===== src/design/cpuPkg.sv =====
`default_nettype none

package cpuPkg;

    // Word width and memory geometry
    localparam int XLen         = 32;
    localparam int ImemAddrBits = 6;                 // 64 instruction words
    localparam int DmemAddrBits = 6;                 // 64 data words
    localparam int ImemDepth    = 1 << ImemAddrBits;
    localparam int DmemDepth    = 1 << DmemAddrBits;

    // Major opcodes
    localparam logic [6:0] OpRType = 7'b0110011;     // Register-register ALU
    localparam logic [6:0] OpIType = 7'b0010011;     // Immediate ALU
    localparam logic [6:0] OpLoad  = 7'b0000011;     // LW
    localparam logic [6:0] OpStore = 7'b0100011;     // SW

    // funct3 codes for the ALU groups
    localparam logic [2:0] F3AddSub = 3'b000;
    localparam logic [2:0] F3Sll    = 3'b001;
    localparam logic [2:0] F3Slt    = 3'b010;
    localparam logic [2:0] F3Sltu   = 3'b011;
    localparam logic [2:0] F3Xor    = 3'b100;
    localparam logic [2:0] F3SrlSra = 3'b101;
    localparam logic [2:0] F3Or     = 3'b110;
    localparam logic [2:0] F3And    = 3'b111;
    localparam logic [2:0] F3Word   = 3'b010;       // Width code of LW and SW

    localparam logic [6:0] Funct7Alt = 7'b0100000;  // SUB, SRA, SRAI

    // Internal ALU operation codes
    localparam logic [3:0] AluAdd  = 4'd0;
    localparam logic [3:0] AluSub  = 4'd1;
    localparam logic [3:0] AluSll  = 4'd2;
    localparam logic [3:0] AluSlt  = 4'd3;
    localparam logic [3:0] AluSltu = 4'd4;
    localparam logic [3:0] AluXor  = 4'd5;
    localparam logic [3:0] AluSrl  = 4'd6;
    localparam logic [3:0] AluSra  = 4'd7;
    localparam logic [3:0] AluOr   = 4'd8;
    localparam logic [3:0] AluAnd  = 4'd9;

    // One instruction word seen in the R and in the I layout
    typedef union packed {
        struct packed {
            logic [6:0] funct7;
            logic [4:0] rs2;
            logic [4:0] rs1;
            logic [2:0] funct3;
            logic [4:0] rd;
            logic [6:0] opcode;
        } rType;
        struct packed {
            logic [11:0] imm12;
            logic [4:0]  rs1;
            logic [2:0]  funct3;
            logic [4:0]  rd;
            logic [6:0]  opcode;
        } iType;
    } instWord_u;

endpackage

`default_nettype wire


===== src/design/instMem.sv =====
`default_nettype none

module instMem (
    input  wire logic                             CLK,
    input  wire logic                             loadEn,
    input  wire logic [cpuPkg::ImemAddrBits-1:0]  loadAddr,
    input  wire logic [cpuPkg::XLen-1:0]          loadData,
    input  wire logic [cpuPkg::ImemAddrBits-1:0]  readAddr,
    output      logic [cpuPkg::XLen-1:0]          readData
);

    // Program storage, filled through the load port
    logic [cpuPkg::XLen-1:0] mem [cpuPkg::ImemDepth];

    always_ff @(posedge CLK) begin
        if (loadEn) begin
            mem[loadAddr] <= loadData;      // Program load
        end
    end

    // Fetch happens in the same cycle as the address
    assign readData = mem[readAddr];

endmodule

`default_nettype wire


===== config.mk =====
export PLATFORM = sky130hd
export DESIGN_NAME = instMem
export DESIGN_NICKNAME = d
export VERILOG_FILES = /design/src/design/cpuPkg.sv /design/src/design/instMem.sv
export SDC_FILE = /design/constraint.sdc
export NUM_CORES = 2
export LEC_CHECK = 0
export BUFFER_PORTS_ARGS = -buffer_cell sky130_fd_sc_hd__buf_2
export CAP_MARGIN = 30
export CORE_ASPECT_RATIO = 0.75
export CORE_UTILIZATION = 40
export CTS_BUF_LIST = sky130_fd_sc_hd__clkbuf_16
export CTS_CLUSTER_DIAMETER = 200
export DETAILED_ROUTE_END_ITERATION = 10
export SLEW_MARGIN = 40
export SYNTH_ARGS = -nofsm -noshare
export SYNTH_HDL_FRONTEND = slang
export SYNTH_SLANG_ARGS = --single-unit

===== constraint.sdc =====
create_clock -name CLK -period 4.2 [get_ports CLK]
set_input_delay 0.84 -clock CLK [delete_from_list [all_inputs] [get_ports CLK]]
set_output_delay 0.84 -clock CLK [all_outputs]
set_load 0.1 [all_outputs]

==> out/qor.yml <==
drt-total-wl_mm: 200
routabilityCongestion: 0.786
criticalPathCategory: "primary input to output port"
holdBufCountCts: 0
cts_inserted_buffers: 185
maxCapViolations: 0
setup_viol_count_final: 0
synth_edf_count: 2048
place.detailed.instances: 6022
dp_slack_ps: -89.8
cts_setup_buffers: 0
num_io_pins: 78
largestRegisters: "mem x2048"
dp_hpwl_mm: 114
vias_after_detailed_routing: 36900
maxSlewHeadroom_pct: 41.6
dr.first_iter.drc_count: 4549
antenna_violating_nets_post_route: 0
grt_start_max_net_pins: 65
critical-path-slowest-cell: "nand3b_1"
root_buffer: "clkbuf_16"
synth_largest_area_cell: "edfxtp_1"
cell_occurring_most_often_along_the_worst_timing_path: "buf_4"
hold_class: "primary input to flop"
largest_reg_flops: 2048
worst_path_largest_cell_delay_ps: 490
dieArea_um2: 196000
synth_warnings: 0
gr_ovfl_total: 0
ys_async_sr_fraction_pct: 0
rsz_0062_raised_after_global_routing: "no"
worstHoldStart: "loadData[11]"
die_w_um: 511
post_route_cells_drive_above_1_share_pct: 33.6
outcome: "completed"
cts_buffer_depth: 3
worst_hold_path.endpoint: "mem[46][11]$_DFFE_PP_"
power.static_leakage_nw: 28.3
cp_cell_sequence: "buf_2, nand3b_1, buf_4, o221ai_1, a21oi_1, buf_4, a21oi_1, buf_4, nor2_2, buf_12"
place.port_buffers: 77
die_height_um: 384
num-nets-final: 3717
postSynthRegisterBits: 2048
max_slew.worst_pin.slew_ps: 876
grt_pass1_wl_mm: 282
syn_area_per_cell_um2: 23.7
drt_pass1_iterations: 5
maxSlewViolCount: 0
fin_crit_sh_pct: 99.6
synth_largest_type_area_fraction_pct: 79.0
setup_total_negative_slack_ps: 0
std_cell_rows: 139
fin_crit_ps: 4180
area_growth_syn_to_layout_pct: 16.0
critical_path.max_fanout: 8
post_drt_wl_per_cell_um: 31.4
synth_cells: 3292
tritoncts: "done"
core_um2: 192000
path_clk_slew_ps: 60
detail_route.vias_per_cell: 5.79
initial_utilization_pct: 40.5
drcViolationCount: 0
yosys_most_used_dff: "edfxtp_1"
largest-register: "mem"
critPathRequiredTime_ps: 3360
timing.critical_path.to_type: "output port"
power.density_cell_area_nw_per_um2: 463
start_kind: "primary input"
first_global_vias: 36400
setup_ws_ps: 16.3
synth_cell_types: 33
synth_seq_area_share_pct: 79.0
final-instance-count-excl-fill: 6367
h_tree_depth: 4
timing.fmax_mhz: 239
peakVddDrop_uv: 314
crit_arrival_ps: 3340
top_cells_by_area_synth: "edfxtp_1, mux4_2, mux2i_1"
antenna_found_initial: 17
finalHoldViolations: 0
grtUsageTotal_pct: 20.4
numClockSinks: 2048
min_path_cells: 1
mappedNetlistNets: 3338
post_synthesis_instance_area_um2: 77900
final.fill_count: 15600
==> logic make-up (layout without fill, tap and decap cells) <==
kind of cell | Yosys count | in the layout | share of synthesized area (%)
AO/OA/AOI/OAI | 202 | 202 | 1.69
buffers and inverters | 182 | 715 | 1.14
flip-flops | 2048 | 2048 | 79.0
multiplexers | 637 | 637 | 16.9
other | 0 | 4 | 0
AND/OR/NAND/NOR | 223 | 223 | 1.28
==> synth_stat cells, drive strengths merged (2+ instances only) <==
cell,number
or2,3
clkbuf,74
buf,108
a21oi,62
nand3,5
o22ai,84
a311oi,8
or3,3
mux2i,93
a41o,4
a22oi,12
or3b,5
edfxtp,2048
o221ai,27
nor3,7
and2,2
nand2,26
nor2,137
nand3b,5
and3,4
nand4,2
nor2b,15
nand2b,8
mux4,544
o32ai,4
==> power by group <==
group	internal [mW]	switching, mW
logic	1.01	1.73
registers	22.6	0.0287
clock network	9.00	7.43
total	32.6	9.19
==> how the worst max path moves through the flow <==
stage	to	from	cells past startpoint
floorplan	readData[17]	readAddr[0]	10
finish	readData[16]	readAddr[5]	10
global route	readData[20]	readAddr[0]	9
detailed placement	readData[20]	readAddr[0]	10
global placement	readData[20]	readAddr[0]	10
CTS	readData[10]	readAddr[0]	11
==> final cells by class <==
class	count	area [um^2]	share of cell area (%)
clock inverters	151	1060	1.18
diodes	4	10.0	0.0111
repair buffers	374	3710	4.11
clock buffers	190	4750	5.26
well taps	2538	3180	3.52
multi-input cells	1062	16100	17.8
flip-flops and latches	2048	61500	68.1
==> layer usage <==
metal  GRT usage, %  part of all wire, %  vias up
met5              0                0.013        -
met4           4.11                  1.5        4
met3           4.02                  8.7      228
met2           31.5                   46     1583
met1           30.3                   43    20100
li1               -                    -    14900
==> metrics by stage <==
step | utilization (%) | power (mW) | area (um^2) | hold WS, ps
after floorplan | - | 24.6 | 78000 | 939
after global placement | 43.9 | 25.8 | 84300 | 1430
after detailed placement | 43.9 | 25.8 | 84400 | 1400
after CTS | 46.9 | 42.1 | 90300 | 513
after global routing | 47.0 | 43.0 | 90300 | 516
final | 47.0 | 41.8 | 90300 | 532
==> placed cells by master (no fill, tap or decap), types with 51 or more instances in the layout <==
cell       synthesis  final
clkbuf_16          0    190
mux2i_1           93     92
edfxtp_1        2048   2048
mux4_2           544    544
nor2_4             0     62
buf_12             0     73
clkinv_1           0     51
a21oi_1           62     60
buf_4             25    263
o22ai_1           84     82
==> timing repair <==
item                                    CTS  global route
gates cloned                              0             0
hold endpoints to repair                  0             0
endpoints found under the setup margin    4            10
resized for setup                         4            13
==> worst max-delay path, delay by kind of cell <==
| kind | cells | cell delay, ps |
|---|---|---|
| simple gates | 2 | 570 |
| compound gates | 3 | 620 |
| buf+inv | 5 | 1260 |
No activity file was read; power rests on OpenSTA's default activity.
