`src/design/cpuPkg.sv`:
```
`default_nettype none

package cpuPkg;

    // Word width and memory geometry
    localparam int XLen         = 32;
    localparam int ImemAddrBits = 6;                 // 64 instruction words
    localparam int DmemAddrBits = 6;                 // 64 data words
    localparam int ImemDepth    = 1 << ImemAddrBits;
    localparam int DmemDepth    = 1 << DmemAddrBits;

    // Major opcodes
    localparam logic [6:0] OpRType = 7'b0110011;     // Register-register ALU
    localparam logic [6:0] OpIType = 7'b0010011;     // Immediate ALU
    localparam logic [6:0] OpLoad  = 7'b0000011;     // LW
    localparam logic [6:0] OpStore = 7'b0100011;     // SW

    // funct3 codes for the ALU groups
    localparam logic [2:0] F3AddSub = 3'b000;
    localparam logic [2:0] F3Sll    = 3'b001;
    localparam logic [2:0] F3Slt    = 3'b010;
    localparam logic [2:0] F3Sltu   = 3'b011;
    localparam logic [2:0] F3Xor    = 3'b100;
    localparam logic [2:0] F3SrlSra = 3'b101;
    localparam logic [2:0] F3Or     = 3'b110;
    localparam logic [2:0] F3And    = 3'b111;
    localparam logic [2:0] F3Word   = 3'b010;       // Width code of LW and SW

    localparam logic [6:0] Funct7Alt = 7'b0100000;  // SUB, SRA, SRAI

    // Internal ALU operation codes
    localparam logic [3:0] AluAdd  = 4'd0;
    localparam logic [3:0] AluSub  = 4'd1;
    localparam logic [3:0] AluSll  = 4'd2;
    localparam logic [3:0] AluSlt  = 4'd3;
    localparam logic [3:0] AluSltu = 4'd4;
    localparam logic [3:0] AluXor  = 4'd5;
    localparam logic [3:0] AluSrl  = 4'd6;
    localparam logic [3:0] AluSra  = 4'd7;
    localparam logic [3:0] AluOr   = 4'd8;
    localparam logic [3:0] AluAnd  = 4'd9;

    // One instruction word seen in the R and in the I layout
    typedef union packed {
        struct packed {
            logic [6:0] funct7;
            logic [4:0] rs2;
            logic [4:0] rs1;
            logic [2:0] funct3;
            logic [4:0] rd;
            logic [6:0] opcode;
        } rType;
        struct packed {
            logic [11:0] imm12;
            logic [4:0]  rs1;
            logic [2:0]  funct3;
            logic [4:0]  rd;
            logic [6:0]  opcode;
        } iType;
    } instWord_u;

endpackage

`default_nettype wire

```
`src/design/alu.sv`:
```
`default_nettype none

module alu (
    input  wire logic [3:0]               aluOp,
    input  wire logic [cpuPkg::XLen-1:0]  opA,
    input  wire logic [cpuPkg::XLen-1:0]  opB,
    output      logic [cpuPkg::XLen-1:0]  result
);

    logic [4:0] shamt;
    logic       ltSigned;
    logic       ltUnsigned;

    assign shamt      = opB[4:0];                       // Low five bits only
    assign ltSigned   = $signed(opA) < $signed(opB);
    assign ltUnsigned = opA < opB;

    always_comb begin
        unique case (aluOp)
            cpuPkg::AluAdd: begin
                result = opA + opB;
            end
            cpuPkg::AluSub: begin
                result = opA - opB;
            end
            cpuPkg::AluSll: begin
                result = opA << shamt;
            end
            cpuPkg::AluSlt: begin
                result = {{(cpuPkg::XLen-1){1'b0}}, ltSigned};
            end
            cpuPkg::AluSltu: begin
                result = {{(cpuPkg::XLen-1){1'b0}}, ltUnsigned};
            end
            cpuPkg::AluXor: begin
                result = opA ^ opB;
            end
            cpuPkg::AluSrl: begin
                result = opA >> shamt;                  // Zero fill
            end
            cpuPkg::AluSra: begin
                result = $unsigned($signed(opA) >>> shamt); // Sign fill
            end
            cpuPkg::AluOr: begin
                result = opA | opB;
            end
            cpuPkg::AluAnd: begin
                result = opA & opB;
            end
            default: begin
                result = '0;                            // Unused codes
            end
        endcase
    end

endmodule

`default_nettype wire

```
`config.mk`:
```
export PLATFORM = sky130hd
export DESIGN_NAME = alu
export DESIGN_NICKNAME = d
export VERILOG_FILES = /design/src/design/cpuPkg.sv /design/src/design/alu.sv
export SDC_FILE = /design/constraint.sdc
export NUM_CORES = 1
export LEC_CHECK = 0
export BUFFER_PORTS_ARGS = -buffer_cell sky130_fd_sc_hd__buf_2
export CAP_MARGIN = 20
export CORE_ASPECT_RATIO = 0.5
export CORE_MARGIN = 2
export CORE_UTILIZATION = 57
export DETAILED_ROUTE_END_ITERATION = 10
export PLACE_DENSITY = 0.82
export SETUP_SLACK_MARGIN = 0.5
export SLEW_MARGIN = 40
export SYNTH_ARGS = -nofsm -noshare
export SYNTH_HDL_FRONTEND = slang
export SYNTH_SLANG_ARGS = --single-unit
```
`constraint.sdc`:
```
create_clock -name vclk -period 3.7
set_input_delay 0 -clock vclk [all_inputs]
set_output_delay 0 -clock vclk [all_outputs]
set_load 0.005 [all_outputs]
```
==> results.yml, run 1 <==
global_routing:
  grt_usage_pct: 50.6
  grt_pass1_wl_mm: 57.3
  grt_pass1_vias: 9558
  overflow: 0
  grt_max_degree: 71
  antenna_found_initial: 1
synthesis:
  synth_xor_area_share_pct: 2.06
  netlist_area_sq_mm: 0.00806
  synth.area.top_cells: "ha_1, nor2_1, o21ai_0, a21oi_1, mux2i_1"
  synth_compound_area_share_pct: 40.0
  synth.net_count: 1456
  yosysWarningCount: 0
  yosysSeqAreaShare_pct: 0
  synth-adder-area-share_pct: 15.9
  synth_common_cells: "nor2_1, o21ai_0, a21oi_1"
  synth_cell_types: 78
  yosysTopAreaCellShare_pct: 15.4
  synth_top_area_cell: "ha_1"
  synth_top_family_by_area: "compound AO/OA/AOI/OAI gates"
  yosysMostFrequentCell: "nor2_1"
  synth-simple-area-share_pct: 23.0
  synth.avg_cell_area_sq_um: 6.27
  synth.area.mux_share_pct: 9.64
  netlist_instances: 1287
timing:
  finalSetupTns_ps: 0
  finalHoldViolCount: 0
  final-setup-viol-count: 0
  fin_crit_ps: 3170
  slew_viol_final: 0
  rsz0062_at_grt: "true"
  fin_crit_sh_pct: 85.7
  worst_slew_pin_slew_ps: 956
  max_freq_mhz: 316
  slew_headroom_pct: 36.0
detailed_routing:
  drc: 1
  final_antenna_net_count: 0
  drt_wl_total_mm: 40.0
  dr.pass1.iters: 11
  drt-initial-drc-count: 2146
  via_per_inst: 7.28
  vias: 11056
  wl_per_cell_microns: 26.3
layout:
  register_area_sq_um: 0
  nets: 1497
  n_sequential_cell: 0
  insertedDiodeCount: 0
  clockBufferCount: 0
  syn_to_final_growth_pct: 9.81
  final_layout_size_suffix_gt1_share_pct: 15.8
worst_setup_path:
  critPathMaxFanout: 6
  cpMostUsedCell: "buf_2"
  crit_type: "primary input to output pin"
  slowest_delay_ps: 390
  worst_ep_required_time_ps: 3700
  startpoint_type: "primary input"
  end_kind: "output pin"
  crit_chain: "buf_2 -> inv_2 -> ha_1 -> nor2_1 -> o21ai_2 -> a311oi_4 -> nor3_2 -> o41ai_2 -> a31oi_1 -> o221a_1 -> o221ai_2 -> xnor2_1 -> a221o_1 -> buf_2"
  slowest_stage: "a311oi_4"
  arrival_ps: 3170
run_status:
  status: "finished with violations"
  violations: "design-rule violations"
die:
  design.die.area_sq_mm: 0.0152
  die_w_microns: 172
  rows: 30
  ios: 100
  start_util_pct: 58.9
  fp.dieH_microns: 88.1
  core_area_sq_mm: 0.0137
min_path:
  worst_hold_path_type: "primary input to output pin"
  hold_end: "result[31]"
  holdPathStages: 5
  min_from: "opB[31]"
placement:
  dp_hpwl_mm: 30.9
  gp_congestion: 1.12
  port-buffer-count: 100
clocking:
  cts_hold_buf: 0
power:
  total_power_mw: 1.49
  power.leakage_nw: 4.04
  vdd_drop_max_mv: 0.100
  power_density_mw_per_mm2: 168
job:
  drv_cap: 0
timing repair:
action	CTS	global route
buffers inserted	0	4
resized for setup	5	37
endpoints found under the setup margin	3	18
cloned	0	0
pin swaps	2	13
power by group:
part	leakage, nW	switching [mW]	internal [mW]
sequential	0	0	0
clock	0	0	0
combinational	4.04	0.978	0.511
stage by stage:
| step | area (sq um) | instances | util (%) | hold WS (ps) | setup slack (ps) |
|---|---|---|---|---|---|
| CTS | 8680 | 1514 | 63.3 | 519 | 501 |
| finish | 8850 | 1518 | 64.6 | 528 | 531 |
| detailed placement | 8660 | 1514 | 63.2 | 518 | 436 |
| global placement | 8650 | 1513 | 63.1 | 518 | 450 |
| global route | 8850 | 1518 | 64.6 | 548 | 451 |
| floorplan | 8080 | 1287 | - | 267 | 532 |
logic make-up after synthesis:
kind of cell	Yosys count
AOI/OAI and AO/OA	492
xor gates and xnor gates	19
adders and majority gates	101
buffers and inverters	190
muxes	70
and+or+nand+nor	415
critical path, delay by kind of cell:
family,cells,cell delay [ps]
AOI/OAI and AO/OA,7,1950
and+or+nand+nor,2,390
adders and majority gates,1,370
buffers and inverters,3,360
xor gates and xnor gates,1,110
area by class of cell:
cell class	instances	area, sq um
multi-input combinational	1097	7480
inverter	90	340
timing repair buffer	139	798
tap	192	240
fill	1306	4850
layout by cell type, fill, tap and decap left out, drive strengths merged, types with 10 or more instances in the layout:
cell type  instances
a211oi            22
nor4              10
a221oi            19
a21o              24
nor3              30
o22ai             10
o211ai            27
o21ai            136
o21bai            10
mux2              11
nor2b             12
mux2i             54
ha                99
nand2            105
o221ai            14
a31oi             22
nor2             185
buf              139
a21oi            129
a211o             13
xnor2             16
nand3             25
nand2b            14
inv               89
layer usage:
metal	routed length [microns]	share of wire (%)	track usage, %	vias to the layer above
met5	49	0.12	0	-
met4	1350	3.4	9.93	4
met3	8350	21	28.8	168
met2	14500	36	67.0	1018
met1	15700	39	70.1	5085
li1	-	-	-	4781
worst max-delay path by stage:
stage            start    endpoint  slack (ps)  depth (start not counted)
2_1_floorplan   opB[4]  result[26]         530                         16
3_3_place_gp    opA[7]  result[27]         450                         14
3_5_place_dp   opA[12]  result[31]         440                         14
4_1_cts         opA[9]  result[27]         500                         14
5_1_grt         opB[2]  result[31]         450                         14
6_report        opA[1]  result[27]         530                         14
(Power assumes the default switching activity.)
==> inputs of run 2 (changes only) <==
- CELL_PAD_IN_SITES_DETAIL_PLACEMENT: default -> 0
- CELL_PAD_IN_SITES_GLOBAL_PLACEMENT: default -> 1
- CORE_UTILIZATION: 57 -> 40
- PLACE_DENSITY: 0.82 -> default
- PLACE_DENSITY_LB_ADDON: default -> 0.1
- clock period: 3.7 -> 3.3 ns (I/O delays scaled with it)
==> run 2 against run 1 <==
  * Die area increased by 41%
  * Utilization shrank 12 points
  * Setup slack worse by 230 ps
  * Critical endpoint is now result[0]
  * Sequential cell count unchanged
  * Sequential share of layout area unchanged
  * Total power grew 33%
  * Non-clock buffer count grew 89
  * The flow now finishes without violations
  * Combinational power grew 33%
  * Clock-buffer cell count is the same
  * First-iteration DRC count down 23%
  * Largest power group unchanged
==> results.yml, run 2 (synthesis gave the netlist of run 1 again) <==
run_status:
  status: "complete, no violations"
layout:
  final_cell_mix: "nor2_1, buf_4, a21oi_1, o21ai_0, nand2_1"
  fillerInstances: 2021
  final_cells: 1681
  n_sequential_cell: 0
  clockBufferCount: 0
  register_area_sq_um: 0
  nets: 1586
  syn_to_final_growth_pct: 27.0
  final_common_cell: "nor2_1"
  final_layout_size_suffix_gt1_share_pct: 24.9
  insertedDiodeCount: 0
global_routing:
  overflow: 0
  grt_pass1_vias: 10199
  antenna_found_initial: 0
  grt_usage_pct: 42.0
  grt_max_degree: 71
  grt_pass1_wl_mm: 67.0
detailed_routing:
  drc: 0
  dr.pass1.iters: 6
  vias: 11359
  via_per_inst: 6.76
  final_antenna_net_count: 0
  wl_per_cell_microns: 28.0
  drt_wl_total_mm: 47.0
  drt-initial-drc-count: 1659
placement:
  gp_congestion: 1.03
  dp_hpwl_mm: 36.8
  place_inst: 1643
  port-buffer-count: 100
worst_setup_path:
  crit_chain: "buf_6 -> ha_4 -> fa_2 -> o21bai_4 -> a2111oi_4 -> buf_4 -> o41ai_4 -> buf_4 -> o21ai_4 -> a41o_1 -> o31ai_4 -> a31oi_4 -> o21bai_1 -> nor2b_2 -> o311ai_1 -> buf_2"
  slowest_delay_ps: 380
  arrival_ps: 3000
  worst_ep_required_time_ps: 3300
  crit_type: "primary input to output pin"
  end_kind: "output pin"
  cpMostUsedCell: "buf_4"
  startpoint_type: "primary input"
  slowest_stage: "fa_2"
  critPathMaxFanout: 4
min_path:
  worst_hold_path_type: "primary input to output pin"
timing:
  worst_slew_pin_slew_ps: 950
  rsz0062_at_grt: "true"
  finalSetupTns_ps: 0
  max_freq_mhz: 334
  fin_crit_ps: 3000
  finalHoldViolCount: 0
  final-setup-viol-count: 0
  slew_headroom_pct: 36.0
  fin_crit_sh_pct: 90.8
  slew_viol_final: 0
power:
  vdd_drop_max_mv: 0.0961
  power.leakage_nw: 4.56
  power_density_mw_per_mm2: 193
die:
  die_w_microns: 205
  start_util_pct: 41.2
  design.die.area_sq_mm: 0.0214
  fp.dieH_microns: 104
  rows: 36
  core_area_sq_mm: 0.0196
  ios: 100
job:
  drv_cap: 0
clocking:
  cts_hold_buf: 0
[run 2: worst paths after layout]
kind / startpoint / to / depth (start not counted)
max: opB[0] / result[0] / 16
min: opB[30] / result[30] / 5
[run 2: timing repair]
action / in CTS / in global routing
setup buffers: 24 / 14
pin swaps: 37 / 39
setup endpoints to repair: 18 / 18
resized for setup: 106 / 58
[run 2: critical path: cells and delay by family]
kind	cells	cell delay, ps
buffers and inverters	4	630
AO/OA/AOI/OAI	9	1630
adder cells (fa/ha/maj)	2	540
AND/OR/NAND/NOR	1	180
[run 2: through the flow]
stage                     power, mW  hold WS [ps]  setup WS [ps]  area [sq um]  utilization [%]
final                          1.98           543            305         10200             52.3
after global routing           2.07           583            200         10200             52.3
after CTS                      1.78           537            332          9830             50.1
after detailed placement       1.66           528            104          9240             47.2
after global placement         1.67           524            161          9240             47.2
after floorplan                1.03           267            481          8200                -
[run 2: area by class of cell]
cell class	count	area, sq um	share of cell area, %
inverter	90	387	3.77
timing repair buffer	228	1600	15.7
multi-input combinational	1097	7920	77.3
tap	266	333	3.25
[run 2: layer usage]
layer | vias up | global-route usage [%] | wire [microns]
met5 | - | 0 | 0
met4 | 0 | 7.30 | 1270
met3 | 113 | 21.2 | 8600
met2 | 861 | 53.9 | 17000
met1 | 5429 | 61.3 | 20200
li1 | 4956 | - | -
[run 2: report_power, final]
part           switching [mW]  total (mW)  leakage [nW]  internal, mW
Sequential                  0           0             0             0
Clock                       0           0             0             0
Combinational            1.23        1.98          4.56         0.744
