**config.mk**
```make
export PLATFORM = sky130hd
export DESIGN_NAME = controlUnit
export DESIGN_NICKNAME = d
export VERILOG_FILES = /design/src/design/cpuPkg.sv /design/src/design/controlUnit.sv
export SDC_FILE = /design/constraint.sdc
export NUM_CORES = 1
export LEC_CHECK = 0
export BUFFER_PORTS_ARGS = -buffer_cell sky130_fd_sc_hd__buf_2
export CAP_MARGIN = 20
export CORE_UTILIZATION = 34
export DETAILED_ROUTE_END_ITERATION = 8
export PLACE_DENSITY = 0.95
export SYNTH_ARGS = -nofsm -noshare
export SYNTH_HDL_FRONTEND = slang
export SYNTH_SLANG_ARGS = --single-unit
```
**constraint.sdc**
```tcl
create_clock -name vclk -period 3.46
set_input_delay 0.519 -clock vclk [all_inputs]
set_output_delay 0.519 -clock vclk [all_outputs]
set_load 0.05 [all_outputs]
```
**src/design/cpuPkg.sv**
```systemverilog
`default_nettype none

package cpuPkg;

    // Word width and memory geometry
    localparam int XLen         = 32;
    localparam int ImemAddrBits = 6;                 // 64 instruction words
    localparam int DmemAddrBits = 6;                 // 64 data words
    localparam int ImemDepth    = 1 << ImemAddrBits;
    localparam int DmemDepth    = 1 << DmemAddrBits;

    // Major opcodes
    localparam logic [6:0] OpRType = 7'b0110011;     // Register-register ALU
    localparam logic [6:0] OpIType = 7'b0010011;     // Immediate ALU
    localparam logic [6:0] OpLoad  = 7'b0000011;     // LW
    localparam logic [6:0] OpStore = 7'b0100011;     // SW

    // funct3 codes for the ALU groups
    localparam logic [2:0] F3AddSub = 3'b000;
    localparam logic [2:0] F3Sll    = 3'b001;
    localparam logic [2:0] F3Slt    = 3'b010;
    localparam logic [2:0] F3Sltu   = 3'b011;
    localparam logic [2:0] F3Xor    = 3'b100;
    localparam logic [2:0] F3SrlSra = 3'b101;
    localparam logic [2:0] F3Or     = 3'b110;
    localparam logic [2:0] F3And    = 3'b111;
    localparam logic [2:0] F3Word   = 3'b010;       // Width code of LW and SW

    localparam logic [6:0] Funct7Alt = 7'b0100000;  // SUB, SRA, SRAI

    // Internal ALU operation codes
    localparam logic [3:0] AluAdd  = 4'd0;
    localparam logic [3:0] AluSub  = 4'd1;
    localparam logic [3:0] AluSll  = 4'd2;
    localparam logic [3:0] AluSlt  = 4'd3;
    localparam logic [3:0] AluSltu = 4'd4;
    localparam logic [3:0] AluXor  = 4'd5;
    localparam logic [3:0] AluSrl  = 4'd6;
    localparam logic [3:0] AluSra  = 4'd7;
    localparam logic [3:0] AluOr   = 4'd8;
    localparam logic [3:0] AluAnd  = 4'd9;

    // One instruction word seen in the R and in the I layout
    typedef union packed {
        struct packed {
            logic [6:0] funct7;
            logic [4:0] rs2;
            logic [4:0] rs1;
            logic [2:0] funct3;
            logic [4:0] rd;
            logic [6:0] opcode;
        } rType;
        struct packed {
            logic [11:0] imm12;
            logic [4:0]  rs1;
            logic [2:0]  funct3;
            logic [4:0]  rd;
            logic [6:0]  opcode;
        } iType;
    } instWord_u;

endpackage

`default_nettype wire

```
**src/design/controlUnit.sv**
```systemverilog
`default_nettype none

module controlUnit (
    input  wire cpuPkg::instWord_u        instr,
    output      logic [4:0]               rs1,
    output      logic [4:0]               rs2,
    output      logic [4:0]               rd,
    output      logic [3:0]               aluOp,
    output      logic                     useImm,
    output      logic                     regWe,
    output      logic                     memToReg,
    output      logic                     memWe,
    output      logic [cpuPkg::XLen-1:0]  imm
);

    logic                    isAlt;
    logic                    rdNonZero;
    logic [cpuPkg::XLen-1:0] immI;
    logic [cpuPkg::XLen-1:0] immS;

    // Shared funct3 mapping of the R and I groups
    function automatic logic [3:0] funct3ToOp(input logic [2:0] f3, input logic alt,
                                              input logic subAllowed);
        logic [3:0] op;
        unique case (f3)
            cpuPkg::F3AddSub: op = (alt && subAllowed) ? cpuPkg::AluSub : cpuPkg::AluAdd;
            cpuPkg::F3Sll:    op = cpuPkg::AluSll;
            cpuPkg::F3Slt:    op = cpuPkg::AluSlt;
            cpuPkg::F3Sltu:   op = cpuPkg::AluSltu;
            cpuPkg::F3Xor:    op = cpuPkg::AluXor;
            cpuPkg::F3SrlSra: op = alt ? cpuPkg::AluSra : cpuPkg::AluSrl;
            cpuPkg::F3Or:     op = cpuPkg::AluOr;
            default:          op = cpuPkg::AluAnd;
        endcase
        return op;
    endfunction

    assign rs1 = instr.rType.rs1;
    assign rs2 = instr.rType.rs2;
    assign rd  = instr.rType.rd;

    assign isAlt     = (instr.rType.funct7 == cpuPkg::Funct7Alt); // Also SRAI's imm[11:5]
    assign rdNonZero = (instr.rType.rd != 5'd0);

    assign immI = {{20{instr.iType.imm12[11]}}, instr.iType.imm12};
    // S immediate sits in the funct7 and rd slots
    assign immS = {{20{instr.rType.funct7[6]}}, instr.rType.funct7, instr.rType.rd};

    always_comb begin
        aluOp    = cpuPkg::AluAdd;
        useImm   = 1'b0;
        regWe    = 1'b0;
        memToReg = 1'b0;
        memWe    = 1'b0;
        imm      = immI;
        unique case (instr.rType.opcode)
            cpuPkg::OpRType: begin
                aluOp = funct3ToOp(instr.rType.funct3, isAlt, 1'b1);
                regWe = rdNonZero;
            end
            cpuPkg::OpIType: begin
                aluOp  = funct3ToOp(instr.iType.funct3, isAlt, 1'b0); // No SUBI
                useImm = 1'b1;
                regWe  = rdNonZero;
            end
            cpuPkg::OpLoad: begin
                useImm   = 1'b1;
                regWe    = rdNonZero && (instr.iType.funct3 == cpuPkg::F3Word);
                memToReg = 1'b1;
            end
            cpuPkg::OpStore: begin
                useImm = 1'b1;
                imm    = immS;
                memWe  = (instr.rType.funct3 == cpuPkg::F3Word);
            end
            default: begin
            end                                 // Unknown opcode is a no-op
        endcase
    end

endmodule

`default_nettype wire

```
==> results of run 1 <==
[power groups by stage]
stage                     Clock [uW]  Sequential, uW  Combinational, uW
after CTS                          0               0                160
after global placement             0               0                158
after detailed placement           0               0                160
after global routing               0               0                166
after floorplan                    0               0                159
final                              0               0                159
[layout make-up]
cell class,count,area share
Inverter,1,0.00561
Multi-Input combinational cell,32,0.389
Tap cell,16,0.0299
Timing Repair Buffer,77,0.576
[final timing paths]
kind	cells past startpoint	endpoint	slack [ns]
setup / recovery	5	imm[2]	1.0
hold / removal	0	rs1[2]	1.04
[metrics by stage]
stage | setup WS, ns | util
floorplan | 0.372 | -
global placement | 1.04 | 0.429
detailed placement | 0.981 | 0.429
CTS | 0.983 | 0.429
global route | 0.907 | 0.429
finish | 1.00 | 0.429
[layout by cell type, fill, tap and decap left out, drive strengths merged, types with 2 or more instances in the layout]
| cell | Yosys | routed |
|---|---|---|
| buf | 43 | 77 |
| mux2 | 6 | 6 |
| nand2 | 3 | 3 |
| nor2 | 3 | 3 |
| nor3 | 3 | 3 |
| a21oi | 2 | 2 |
| nor4b | 2 | 2 |
[cells by family after synthesis]
kind of cell / count (synthesis) / synth area share
simple gates: 20 / 0.227
mux: 6 / 0.146
buf+inv: 44 / 0.559
compound gates: 6 / 0.0678
[layer usage]
layer / wire, um / part of all wire / up-vias / global-route usage
li1: - / - / 286 / -
met4: 4 / 0.0030 / 0 / 0.00625
met5: 0 / 0 / - / 0
met1: 441 / 0.34 / 253 / 0.133
met2: 715 / 0.54 / 54 / 0.290
met3: 152 / 0.12 / 2 / 0
==> results.md, run 1 <==
- The congestion estimate from routability-driven global placement came to 0.741.
- The design draws 159 uW.
- The cell area that synthesis handed to floorplanning was 591 um2.
- The starting utilization of the core area is 0.379.
- Summed over all nets, the switching power comes to 121 uW.
- The maximum number of pins on one net before global-route repair is 23.
- The share of synthesized area occupied by flip-flops and latches is 0.
- In this design, the stage delay of the slowest critical-path cell is 0.45 ns.
- The worst setup path is of the in2out kind.
- The final antenna diode count is 0.
- Synthesis produced a netlist with a net count of 108.
- The tool flagged a number of max-cap violations equal to 0.
- The type of the worst min-delay path is in2out.
- Of the total power, the share spent switching nets is 0.760.
- The largest fanout of any net on the critical path is 6.
- The HPWL after detailed placement is 1180 um.
- The clock buffer instance count of the final layout is 0.
- The number of placement rows is 14.
- The flip-flop and latch area is 0 um2.
- Sorting the synthesized cells by area gives the leading types as buf_4 53%, mux2_4 13%, nor4b_4 4.0%, nor3_1 2.5%, buf_6 1.9%.
- The multi-input logic area is 260 um2.
- The wire length of the first global-routing pass is 1950 um.
- Fill cells in the final layout number 149.
- After synthesis, the most frequently instantiated cells are 42 x buf_4, 5 x mux2_4, 3 x nand2_1, 3 x nor2_1, 3 x nor3_1.
- Summing over every cut layer, the via total after detailed routing is 595.
- The global route total overflow is 0.
- The final reports fail on DRC.
- The die outline width is 43.7 um.
- The remaining routing DRC violations is 7.
- There are 0 flip-flops and latches.
- The number of antenna violations at the first check in global routing came to 0.
- For the finished layout, the period the worst path requires is 2.46 ns.
- In this run the worst setup path begins at instr[3].
- The final sum of negative setup slack is 0 ns.
- The number of port buffers is 77.
- The number of buffers inserted to repair setup after CTS is 0.
- The share of total power dissipated in combinational logic is 1.000.
- The post-route clock period utilization is 0.711.
- The startpoint type of the worst setup path is an input pin.
- The detailed-route wire length per cell is 10.4 um.
- The final net count is 144.
- For this design the static power due to leakage is 0.000408 uW.
- The portion of synthesized cell area occupied by the leading cell type is 0.534.
- Walking the worst path, the cells encountered are buf_2, nor4b_4, and4b_1, mux2_4, buf_2.
- Setup violations remaining at the end of the flow were counted as 0.
- The overall die height is 43.7 um.
- The area of placed instances is 669 um2.
- Counting stages on the worst path, the most repeated cell is buf_2.
- The final max-slew violation count was 0.
- Relative to the synthesized area, the layout overhead comes to 13.3%.
- The sequential cell fraction of total power is 0.
- The cell internal power dissipation is 38.3 uW.
- The worst hold margin is 1.04 ns.
- For this run, the number of Yosys warnings is 0.
- The post-detailed-route count of antenna-violating nets is 0.
- The number of iterations in the first detailed-routing pass is 6.
- The number of violations reported at the end of detailed-routing iteration 0 is 12.
- The placeable core area is 1560 um2.
- Together, buffers and inverters on the worst path number 2.
- The average footprint of a synthesized cell is 7.77 um2.
- The family of cells with the greatest summed delay on the critical path is simple AND/OR/NAND/NOR gates.
- The layout cell share with drive strength beyond 1 is 0.782.
- Among all stages on the critical path, the largest delay is contributed by and4b_1.
- The required time of the critical path is 2.94 ns.
- In the routed layout, each cell is associated on average with a via count of 4.72.
- Summed over all instances, the cell type with the most area after synthesis is buf_4.
- The count of endpoints failing hold in the final timing report is 0.
- The power density normalized to cell area is 238 nW/um2.
- For this design, the CTS-stage hold fixing added 0 buffers.
- The total I/O pin count is 87.
- Setup repair after global routing left no endpoint under its margin.
- The number of global-route vias before repair came to 492.
- IR analysis of the VDD net gives a maximum drop of 93.3 uV.
- The final instance area is 669 um2.
- The start point of the worst min-delay path is instr[17].
- The clock network fraction of total power is 0.
- The final standard cell count with taps included and fillers excluded is 126.
- The number of library cell types mapped by synthesis is 24.
- The floorplan step defined a die boundary enclosing 1910 um2.
- The worst slew margin relative to its limit is 0.738.
- The number of placed instances, taps included, is 126.
- The post-synthesis instance total is 76.
- The number of gates resized after cts is 0.
- The achievable frequency is 0.406 GHz.
- The endpoint arrival time on the critical path is 1.94 ns.
- The most common cell in the synthesized netlist is buf_4.
- The total track usage is 0.129.
- The final layout contains routed wiring with a total length of 1310 um.
- The flow ran to the end, but the final reports show violations.
- The transition time at the pin with the least slew margin is 0.387 ns.
- The type of destination of the critical path is an output port.
Power figures use the tool's default switching activity.
==> inputs of run 2 (changes only) <==
--- a/config.mk
+++ b/config.mk
@@ -5,9 +5,10 @@
 export SDC_FILE = /design/constraint.sdc
 export NUM_CORES = 1
 export LEC_CHECK = 0
+export ABC_AREA = 1
 export BUFFER_PORTS_ARGS = -buffer_cell sky130_fd_sc_hd__buf_2
 export CAP_MARGIN = 20
-export CORE_UTILIZATION = 34
+export CORE_UTILIZATION = 32
 export DETAILED_ROUTE_END_ITERATION = 8
 export PLACE_DENSITY = 0.95
 export SYNTH_ARGS = -nofsm -noshare
==> constraint.sdc (replaced) <==
create_clock -name vclk -period 2.5
set_input_delay 0.375 -clock vclk [all_inputs]
set_output_delay 0.375 -clock vclk [all_outputs]
set_load 0.05 [all_outputs]
==> results.md, run 2 <==
- The flow ran to the end, and the final reports show no timing, DRC or antenna violations.
- The total overflow left after global routing is 0.
- The largest single stage delay on the critical path is 0.28 ns.
- The number of global-route vias before repair is 439.
- The cell count of the worst hold path is 0.
- The cell total after placement is 164.
- The count of hold-fix buffers inserted at cts is 0.
- The region available for standard cell placement spans 1780 um2.
- The total track usage is 0.103.
- Of the cells placed in the final design, the portion with a size suffix greater than 1 is 0.626.
- Once layout is complete, the utilization of the core stands at 0.409.
- The most common cell type on the critical path is buf_2.
- For the pin with the worst max-slew slack, the measured transition is 0.240 ns.
- The mapped netlist covers 628 um2.
- After synthesis, the netlist uses 17 different library cells.
- The post-route clock period utilization is 0.671.
- STA classifies the critical path startpoint as an input pin.
- The number of buffers and inverters on the critical path is 2.
- From bottom edge to top edge, the die measures 46.3 um.
- The via-per-instance ratio is 4.21.
- The critical path is of the in2out type.
- The clock network fraction of total power is 0.
- The worst ir drop on vdd is 141 uV.
- The filler cells instantiated in the layout total 211.
- The number of violations reported at the end of detailed-routing iteration 0 is 12.
- The wire length of the first global-routing pass is 1740 um.
- The floorplan step defined a die boundary enclosing 2140 um2.
- In the post-synthesis netlist, the biggest area contributors are buf_4 50%, nand2_1 9.0%, inv_1 6.6%, nor2_1 5.4%, nor2_4 5.4%.
- On the critical path the largest part of the delay comes from buffers and inverters.
- Once the clock tree was built, the setup fixing pass inserted 0 buffers.
- The type of the worst min-delay path is in2out.
- The area of placed instances is 729 um2.
- The final instance area is 729 um2.
- The sequential cell fraction of total power is 0.
- The final standard cell count with taps included and fillers excluded is 164.
- The worst hold path endpoint is rs1[1].
- 0 antenna diodes ended up in the layout.
- The share of synthesized area occupied by flip-flops and latches is 0.
- The growth of design area from synthesis to finish is 16.1%.
- Setup repair after global routing left no endpoint under its margin.
- Entering global routing, the biggest net connects 23 pins.
- The count of endpoints failing hold in the final timing report was 0.
- The library cells used most frequently in the layout, excluding fill and tap cells, are 77 x buf_2, 15 x nand2_1, 11 x inv_1.
- Data on the critical path arrives at its endpoint at 1.30 ns.
- The starting utilization of the core area is 0.352.
- The worst slew margin relative to its limit is 0.839.
- Based on the critical path, the design can be clocked at up to 0.596 GHz.
- The total I/O pin count is 87.
- For this block, the via count after detailed routing is 690.
- The detail route stage leaves a number of antenna-violating nets equal to 0.
- Synthesis handed over a netlist of 104 instances.
- The signal on the critical path passes through buf_2, nor2_4, nand4_2, o21ai_1, buf_2.
- The internal power of the cells totals 49.1 uW.
- After detailed routing, the number of remaining DRC violations is 0.
- The die outline width is 46.3 um.
- The required time of the critical path is 2.12 ns.
- Input and output buffers added on the ports amount to 77.
- The tool flagged a number of max-cap violations equal to 0.
- The total leakage power is 0.000490 uW.
- The largest fanout of any net on the critical path is 8.
- The combinational share of power is 1.000.
- The number of antenna violations at the first check in global routing is 0.
- The final max-slew violation count is 0.
- Of the total power, the share spent switching nets is 0.782.
- The number of iterations in the first detailed-routing pass is 4.
- The portion of synthesized cell area occupied by the leading cell type is 0.502.
- STA classifies the critical path endpoint as an output port.
- The number of placement rows is 15.
- Setup violations remaining at the end of the flow were counted as 0.
- After detailed routing, the average wire length per cell comes to 8.13 um.
- The design has 0 sequential cells.
- Summed over all instances, the cell type with the most area after synthesis is buf_4.
- The final sum of negative setup slack is 0 ns.
- In this run, post-CTS repair resized a total of 0 instances.
- After synthesis, the most frequently instantiated cells are 42 x buf_4, 15 x nand2_1, 11 x inv_1.
- The wire-length estimate of the detail-placed layout is 1220 um.
- The leading cell type by number of instances after synthesis is buf_4.
- The routed design could run at a clock period as short as 1.68 ns.
- The clock buffer instance count of the final layout is 0.
- Leaving out fill and tap cells, the most frequent cell in the layout is buf_2.
- In this run the power spent charging and discharging nets is 176 uW.
- The start point of the worst min-delay path is instr[16].
- The flip-flop and latch area is 0 um2.
- The post-layout total power is 225 uW.
- In this run the power density over the cells is 309 nW/um2.
- Summed over all layers, the routed wires come to 1330 um.
- The routability congestion estimate is 0.731.
- After synthesis, the mean cell area works out to 6.04 um2.
- The Yosys warning count is 0.
- The post-synth net total is 136.
- The net count of the finished layout is 173.
- The slowest stage of the critical path belongs to the cell buf_2.
run 2: cell count changes in the layout (fill, tap and decap cells not counted), sizes merged, moves of 2 or more:
cell | previous run | this run
mux2 | 6 | 0
inv | 1 | 14
o21ai | 1 | 6
nand3 | 1 | 7
nand2 | 3 | 15
nor2 | 3 | 13
nand4 | 0 | 2
nor3 | 3 | 1
nor4b | 2 | 0
run 2: metal layers:
layer	wire length (um)	GRT usage	vias to the layer above
met4	0	0.0118	0
met3	145	0.00784	0
met5	0	0	-
li1	-	-	352
met2	639	0.200	50
met1	548	0.122	288
run 2: worst max-delay path by stage:
stage                     cells after the start     end      from
after floorplan                               5   regWe  instr[6]
after global placement                        5  imm[4]  instr[3]
after detailed placement                      5  imm[3]  instr[3]
after CTS                                     5  imm[3]  instr[3]
after global routing                          5  imm[2]  instr[3]
final                                         5  imm[2]  instr[3]
run 2: cells by family (layout without fill, tap and decap cells):
kind of cell           after synthesis  count (layout)  synth area share
AOI/OAI and AO/OA                    8               8            0.0637
buffers and inverters               56              91             0.586
and+or+nand+nor                     40              40             0.351
run 2: per-stage QoR:
stage,hold WS (ns),setup WS [ns]
floorplan,0.917,0.567
global placement,0.750,0.840
detailed placement,0.750,0.827
CTS,0.750,0.823
global route,0.750,0.734
finish,0.750,0.823
run 2: final cells by class:
type                            count  area, um2  area share
Tap cell                           25       31.3      0.0429
Multi-Input combinational cell     48        260       0.357
Timing Repair Buffer               77        385       0.528
Inverter                           14       52.6      0.0720
run 2: power by group through the flow:
stage	clock [uW]	combinational (uW)	sequential (uW)
2_1_floorplan	0	226	0
3_3_place_gp	0	224	0
3_5_place_dp	0	226	0
4_1_cts	0	226	0
5_1_grt	0	237	0
6_report	0	225	0
==> inputs of run 3 (changes only) <==
==> constraint.sdc (replaced) <==
create_clock -name vclk -period 1.7
set_input_delay 0.255 -clock vclk [all_inputs]
set_output_delay 0.255 -clock vclk [all_outputs]
set_load 0.05 [all_outputs]
==> results.md, run 3 (synthesized netlist as in run 2, its figures left out) <==
- The run finished with clean final reports.
- The remaining routing DRC violations is 0.
- The final layout contains a sequential cell count of 0.
- The count of hold-fix buffers inserted at cts is 0.
- The startpoint identified for the worst hold timing path is instr[16].
- At the pin with the least slew margin, the transition time is 0.257 ns.
- The number of inserted filler cells in the final layout is 206.
- The die is 46.3 um wide.
- The flip-flop and latch area is 0 um2.
- The core region is 1780 um2.
- The maximum cell stage delay along the critical path is 0.28 ns.
- By instance count, the cell type seen most on the critical path is buf_2.
- The area growth from synthesis to layout is 16.1%.
- Post-CTS repair changed the size of 0 cells.
- The final net count is 173.
- The number of buffers inserted to repair setup after CTS is 0.
- For this run, the share of the core covered by cells in the final layout is 0.409.
- During placement, the flow inserted port buffers numbering 77.
- The type of destination of the critical path is an output port.
- The detailed-route via count is 677.
- After routing the design area is 729 um2.
- 0 antenna diodes ended up in the layout.
- The detailed-route wire length per cell is 8.32 um.
- The total track usage is 0.107.
- The via-per-instance ratio is 4.13.
- The final sum of negative setup slack is 0 ns.
- By startpoint and endpoint, the worst setup path is classified as in2out.
- The initial utilization of the core area, before any placement, comes to 0.352.
- The post-route clock period utilization is 0.860.
- Along the worst hold path, the cell count comes to 0.
- The post-detailed-route count of antenna-violating nets is 0.
- Detailed placement ended at an HPWL of 1240 um.
- The worst ir drop on vdd is 222 uV.
- The floorplan step set the die height to 46.3 um.
- The power density normalized to cell area is 454 nW/um2.
- The final max-slew violation count is 0.
- The most common cell after layout, fill and taps aside is buf_2.
- In the final layout, the share of cells above drive strength 1 is 0.626.
- The clock buffer instance count of the final layout is 0.
- Based on the critical path, the design can be clocked at up to 0.684 GHz.
- The largest fanout of any net on the critical path is 8.
- Setup violations remaining at the end of the flow were counted as 0.
- The worst setup path is launched from an input pin.
- For this run the aggregate overflow at the end of global routing stands at 0.
- The number of iterations in the first detailed-routing pass is 4.
- In this run the count of I/O pins placed on the die edge is 87.
- Total power for the finished layout comes to 331 uW.
- The routability congestion estimate is 0.728.
- The number of antenna violations at the first check in global routing was 0.
- Traced cell by cell, the critical path runs through buf_2, nor2_4, nand4_2, o21ai_1, buf_2.
- The total leakage power is 0.000490 uW.
- The first global-routing pass estimated 1810 um of wire.
- The die covers 2140 um2.
- In the layout the commonest cells are 77 x buf_2, 15 x nand2_1, 11 x inv_1.
- The worst hold margin is 0.510 ns.
- Entering global routing, the biggest net connects 23 pins.
- The placed instances occupy a cell area of 729 um2.
- The required time of the critical path is 1.44 ns.
- The number of violations reported at the end of detailed-routing iteration 0 is 6.
- The number of placement rows is 15.
- For this block, the routed nets add up to 1360 um of wire.
- Setup repair after global routing left no endpoint under its margin.
- The number of global-route vias before repair is 469.
- The worst slew margin relative to its limit is 0.830.
- The cell with the largest stage delay on the worst path is buf_2.
- Data on the critical path arrives at its endpoint at 1.21 ns.
- Max-cap violations in this run came to 0.
- The path class of the tightest hold or removal check is in2out.
- For hold timing, the worst endpoint is rs1[1].
- The final critical delay including setup and external delays is 1.46 ns.
- The count of endpoints failing hold in the final timing report is 0.
-- run 3: cell counts in the layout (fill, tap and decap cells not counted) --
No cell type changed its count.
-- run 3: metal layers --
layer	part of all wire	wire [um]	vias up	GRT usage
li1	-	-	351	-
met1	0.43	584	280	0.129
met2	0.47	636	44	0.208
met3	0.095	130	2	0.00784
met4	0.0088	12	0	0.00588
met5	0	0	-	0
-- run 3: worst max path at each step --
stage / from / slack, ns / endpoint
finish: instr[3] / 0.24 / imm[2]
global route: instr[3] / 0.16 / imm[4]
CTS: instr[3] / 0.25 / imm[2]
detailed placement: instr[3] / 0.26 / imm[2]
global placement: instr[3] / 0.28 / imm[2]
floorplan: instr[6] / 0.007 / regWe
-- run 3: worst max-delay path: cells and delay by family --
kind / cells / cell delay, ns
AOI/OAI and AO/OA: 1 / 0.18
buffers and inverters: 2 / 0.39
and+or+nand+nor: 2 / 0.37
-- run 3: cell type report --
cell class,count,area (um2),area share
Timing Repair Buffer,77,385,0.528
Multi-Input combinational cell,48,260,0.357
Inverter,14,52.6,0.0720
Tap cell,25,31.3,0.0429
-- run 3: power breakdown --
part           switching, uW  internal [uW]
clock                      0              0
sequential                 0              0
combinational            259           72.2
-- run 3: per-stage QoR --
step | std cells | worst slack (ns)
floorplan | 104 | 0.00736
global route | 164 | 0.164
finish | 164 | 0.238
global placement | 164 | 0.281
CTS | 164 | 0.252
detailed placement | 164 | 0.259
